`config.mk`:
```
export PLATFORM = sky130hd
export DESIGN_NAME = perm_ctrl
export DESIGN_NICKNAME = d
export VERILOG_FILES = /design/src/keccak_pkg.sv /design/src/perm_ctrl_pkg.sv /design/src/perm_ctrl.sv
export SDC_FILE = /design/constraint.sdc
export NUM_CORES = 1
export LEC_CHECK = 0
export BUFFER_PORTS_ARGS = -buffer_cell sky130_fd_sc_hd__buf_4
export CORE_MARGIN = 2
export CORE_UTILIZATION = 54
export CTS_CLUSTER_DIAMETER = 200
export CTS_CLUSTER_SIZE = 24
export DETAILED_ROUTE_END_ITERATION = 16
export PLACE_DENSITY = 0.81
export SYNTH_ARGS = -nofsm -noshare
export SYNTH_HDL_FRONTEND = slang
export SYNTH_SLANG_ARGS = --single-unit
```
`constraint.sdc`:
```
create_clock -name clk -period 3.8 [get_ports clk]
set_input_delay 0.76 -clock clk [delete_from_list [all_inputs] [get_ports clk]]
set_output_delay 0.76 -clock clk [all_outputs]
set_load 0.01 [all_outputs]
```
`src/keccak_pkg.sv`:
```
package keccak_pkg;

	// state geometry
	localparam int lane_w = 64;
	localparam int dim = 5;
	localparam int lanes = dim * dim;
	localparam int rounds = 24;

	typedef logic [lane_w-1:0] lane_t;

	// lane index is x + 5*y, x runs fastest
	typedef lane_t [lanes-1:0] state_t;

	typedef logic [4:0] round_t;

	// rho rotation amounts per lane, left rotate
	localparam int rot_offset [lanes] = '{
		0, 1, 62, 28, 27,
		36, 44, 6, 55, 20,
		3, 10, 43, 25, 39,
		41, 45, 15, 21, 8,
		18, 2, 61, 56, 14
	};

	// iota constants, one per round
	localparam lane_t round_const [rounds] = '{
		64'h0000_0000_0000_0001,
		64'h0000_0000_0000_8082,
		64'h8000_0000_0000_808a,
		64'h8000_0000_8000_8000,
		64'h0000_0000_0000_808b,
		64'h0000_0000_8000_0001,
		64'h8000_0000_8000_8081,
		64'h8000_0000_0000_8009,
		64'h0000_0000_0000_008a,
		64'h0000_0000_0000_0088,
		64'h0000_0000_8000_8009,
		64'h0000_0000_8000_000a,
		64'h0000_0000_8000_808b,
		64'h8000_0000_0000_008b,
		64'h8000_0000_0000_8089,
		64'h8000_0000_0000_8003,
		64'h8000_0000_0000_8002,
		64'h8000_0000_0000_0080,
		64'h0000_0000_0000_800a,
		64'h8000_0000_8000_000a,
		64'h8000_0000_8000_8081,
		64'h8000_0000_0000_8080,
		64'h0000_0000_8000_0001,
		64'h8000_0000_8000_8008
	};

endpackage

```
`src/perm_ctrl_pkg.sv`:
```
package perm_ctrl_pkg;

	// controller phase
	typedef enum logic [1:0] {
		phase_load = 2'd0,
		phase_compute = 2'd1,
		phase_unload = 2'd2
	} phase_t;

	// step within one round, in execution order
	typedef enum logic [1:0] {
		step_theta = 2'd0,
		step_rho_pi = 2'd1,
		step_chi_iota = 2'd2
	} step_t;

	// shared by input and output lane counting
	typedef logic [4:0] lane_idx_t;

	localparam int steps_per_round = 3;

endpackage

```
`src/perm_ctrl.sv`:
```
`timescale 1ns/10ps

module perm_ctrl (
	input logic clk,
	input logic rst,
	input logic pushin,
	output logic stopin,
	output logic pushout,
	input logic stopout,
	output logic firstout,
	output logic load_en,
	output logic step_en,
	output perm_ctrl_pkg::lane_idx_t lane_idx,
	output perm_ctrl_pkg::step_t step,
	output keccak_pkg::round_t round
);

	perm_ctrl_pkg::phase_t phase;
	logic last_lane;
	logic last_step;
	logic last_round;
	logic out_xfer;

	assign last_lane = lane_idx == perm_ctrl_pkg::lane_idx_t'(keccak_pkg::lanes - 1);
	assign last_step = step == perm_ctrl_pkg::step_t'(perm_ctrl_pkg::steps_per_round - 1);
	assign last_round = round == keccak_pkg::round_t'(keccak_pkg::rounds - 1);

	// handshake decode from the registered phase
	assign stopin = phase != perm_ctrl_pkg::phase_load;
	assign load_en = pushin && phase == perm_ctrl_pkg::phase_load;
	assign step_en = phase == perm_ctrl_pkg::phase_compute;
	assign pushout = phase == perm_ctrl_pkg::phase_unload;
	assign firstout = pushout && lane_idx == '0;
	assign out_xfer = pushout && !stopout;

	// phase FSM
	always_ff @(posedge clk or posedge rst) begin
		if (rst) begin
			phase <= perm_ctrl_pkg::phase_load;
		end else begin
			case (phase)
				perm_ctrl_pkg::phase_load: begin
					if (load_en && last_lane) begin
						phase <= perm_ctrl_pkg::phase_compute;
					end
				end
				perm_ctrl_pkg::phase_compute: begin
					// chi_iota of the last round is done on this edge
					if (last_step && last_round) begin
						phase <= perm_ctrl_pkg::phase_unload;
					end
				end
				perm_ctrl_pkg::phase_unload: begin
					if (out_xfer && last_lane) begin
						phase <= perm_ctrl_pkg::phase_load;
					end
				end
				default: phase <= perm_ctrl_pkg::phase_load;
			endcase
		end
	end

	// lane counter, wraps to 0 after lane 24 on either side
	always_ff @(posedge clk or posedge rst) begin
		if (rst) begin
			lane_idx <= '0;
		end else if (load_en || out_xfer) begin
			if (last_lane) begin
				lane_idx <= '0;
			end else begin
				lane_idx <= lane_idx + 1'b1;
			end
		end
	end

	// step and round counters, left at theta of round 0 when idle
	always_ff @(posedge clk or posedge rst) begin
		if (rst) begin
			step <= perm_ctrl_pkg::step_theta;
			round <= '0;
		end else if (step_en) begin
			if (last_step) begin
				step <= perm_ctrl_pkg::step_theta;
				if (last_round) begin
					round <= '0;
				end else begin
					round <= round + 1'b1;
				end
			end else begin
				step <= perm_ctrl_pkg::step_t'(step + 2'd1);
			end
		end
	end

endmodule

```
==> qor.yml <==
outcome:
  status: "finished clean"
synthesis:
  synth_compound_area_frac: 0.110
  synth-simple-area-share: 0.240
  yosys.area.top_type_share: 0.439
  syn-num-nets: 85
  ys_seq_area_frac: 0.439
  synth_cell_type_count: 36
  yosysTopAreaCell: "dfrtp_1"
  syn_avg_cell_area_um2: 10.2
  async_reset_ff_frac: 1.00
  netlist_instances: 78
  synth_edf_count: 0
  synth_xor_area_frac: 0.0110
  syn_area_um2: 798
  synth_top_family_by_area: "simple AND/OR/NAND/NOR gates"
  synthAdderAreaFrac: 0.0470
  synthMuxAreaShare: 0.0909
  yosysWarnings: 0
  synthFlopType: "dfrtp_1"
  synth.area.top_cells: "dfrtp_1 (44%), ha_1 (4.7%), inv_1 (4.7%)"
  synth.ff_latch_count: 14
worst_setup_path:
  crit_family: "simple AND/OR/NAND/NOR gates"
  path_cells: "nor4bb_1, nand3_1, mux2_4"
  worst_ep_arrival_time_ps: 2300
  critPathCaptureType: "flip-flop"
  critPathLaunchType: "flip-flop"
  cp.buffers_inverters: 0
  cp_data_required_time_ps: 3960
  cp_slowest_cell: "nor4bb_1"
  cp_slowest_stage_delay_ps: 970
  cp_max_fo: 11
  critical_path_class: "flip-flop to flip-flop"
drt:
  vias_per_cell: 5.68
  wl_met3_um: 95
  wire_per_inst_um: 13.6
  drc_errors: 0
  antenna_left: 0
  drt_wl_total_um: 1560
  wl_met1_um: 732
  top_layer: "met3"
  initialDrtViolationCount: 13
  drtPass1Iterations: 6
  vias: 653
  wl_met2_um: 732
floorplanning:
  die_y_um: 42.5
  chipWidth_um: 42.5
  rows: 13
  core_um2: 1330
  initial_core_util: 0.598
  die_area_um2: 1800
  io_pins: 21
clock_network:
  cts_max_level: 1
  clkTransAtPathRegs_ps: 90
  postCtsSetupBuffers: 0
  clk_path_buf_depth: 2
  cts_root_buf: "clkbuf_4"
  cts_resized: 0
  clock_latency_ps: 270
  numCtsBuffers: 3
  cts.sinks: 14
  cts_tree: "yes"
  postCtsHoldBufs: 0
grt:
  track_usage: 0.196
  grt_pass1_vias: 604
  grt_pass1_wl_um: 2660
  gr-total-overflow: 0
  antenna_found_initial: 0
  grt_max_degree: 15
timing:
  final_max_slew_viol_count: 0
  whs_ps: 527
  hold_violations: 0
  tightest_slew_ps: 1080
  slew_headroom: 0.269
  period_share: 0.563
  setup_viol: 0
  clock.fmax_mhz: 468
  rsz0062_at_grt: "false"
  period_minus_slack_ps: 2140
  fin_skew_ps: 1.97
  finalSetupTns_ps: 0
cells_and_area:
  area_growth_pct: 24.1
  fillers: 104
  antenna_cells: 0
  final_cells: 115
  fin_nets: 108
  final_layout_size_suffix_gt1_frac: 0.310
place:
  numPortBuffers: 20
  place_inst: 111
  gp_congestion: 0.719
  hpwl_um: 1210
power:
  p_per_area_nw_per_um2: 635
  peakVddDrop_mv: 0.390
  p_leak_nw: 0.522
min_path:
  hp-class: "input pin to async pin"
run:
  maxCapViolCount: 0
[worst paths after layout]
check | from | to | slack (ps) | depth (start not counted)
max | phase[0] | round[4] | 1660 | 3
min | rst | phase[0] | 530 | 2
max reg2reg | phase[0] | round[4] | 1660 | 3
min reg2reg | phase[1] | phase[0] | 540 | 1
max in group asynchronous | rst | lane_idx[3] | 2910 | 2
min in group clk | phase[1] | phase[0] | 540 | 1
[report_power, final]
part           switching (mW)  internal (mW)
Combinational           0.127          0.142
Clock                  0.0471         0.0582
Sequential             0.0628          0.192
[worst reg2reg max path, stage by stage, from the launching register on]
cell,delay (ps)
dfrtp_1,530
nor4bb_1,970
nand3_1,200
mux2_4,340
[cell usage after synthesis (2+ instances only)]
master / n
nor3b_1: 2
o21ai_0: 4
nand2_1: 3
mux2i_1: 2
nand4b_1: 2
mux2_4: 2
inv_1: 10
nand3_1: 3
a21o_1: 2
dfrtp_1: 14
nor2b_1: 2
nor2_1: 5
ha_1: 3
mux2_2: 2
[per-layer routing]
metal / vias to the layer above / GRT usage
li1: 324 / -
met1: 310 / 0.243
met2: 19 / 0.326
met3: 0 / 0.0560
met4: 0 / 0.0625
met5: - / 0
[placed cells by master (no fill, tap or decap), drive strengths merged, types with 3 or more instances in the layout]
master and instances:
dfrtp 14, ha 3, nand2 3, nor2 5
o21ai 4, buf 20, clkbuf 4, inv 10
nand3 3, mux2 4
[cell type report]
type,count,area [µm²],share of cell area
multi-input cells,52,398,0.402
inverters,10,37.5,0.0379
flip-flops and latches,14,350,0.354
well taps,15,18.8,0.0189
clock buffers,4,36.3,0.0366
repair buffers,20,150,0.152
[through the flow]
step	worst slack [ps]	cell area (µm²)	utilization	power [mW]
global route	1480	991	0.743	0.681
finish	1660	991	0.743	0.629
global placement	1760	955	0.716	0.515
detailed placement	1660	955	0.716	0.528
CTS	1650	991	0.743	0.633
floorplan	2020	798	-	0.410
[registers in the layout, indices dropped and copies added, names as in the netlist]
signal / cells
lane_idx: 5
step: 2
round: 5
phase: 2
[kinds of logic (layout without fill, tap and decap cells)]
| logic type | count (synthesis) | after routing |
|---|---|---|
| buffers and inverters | 12 | 34 |
| DFF | 14 | 14 |
| xor gates and xnor gates | 1 | 1 |
| and+or+nand+nor | 29 | 29 |
| muxes | 6 | 6 |
| adders and majority gates | 3 | 3 |
| AOI/OAI and AO/OA | 13 | 13 |
(Power assumes the default switching activity.)
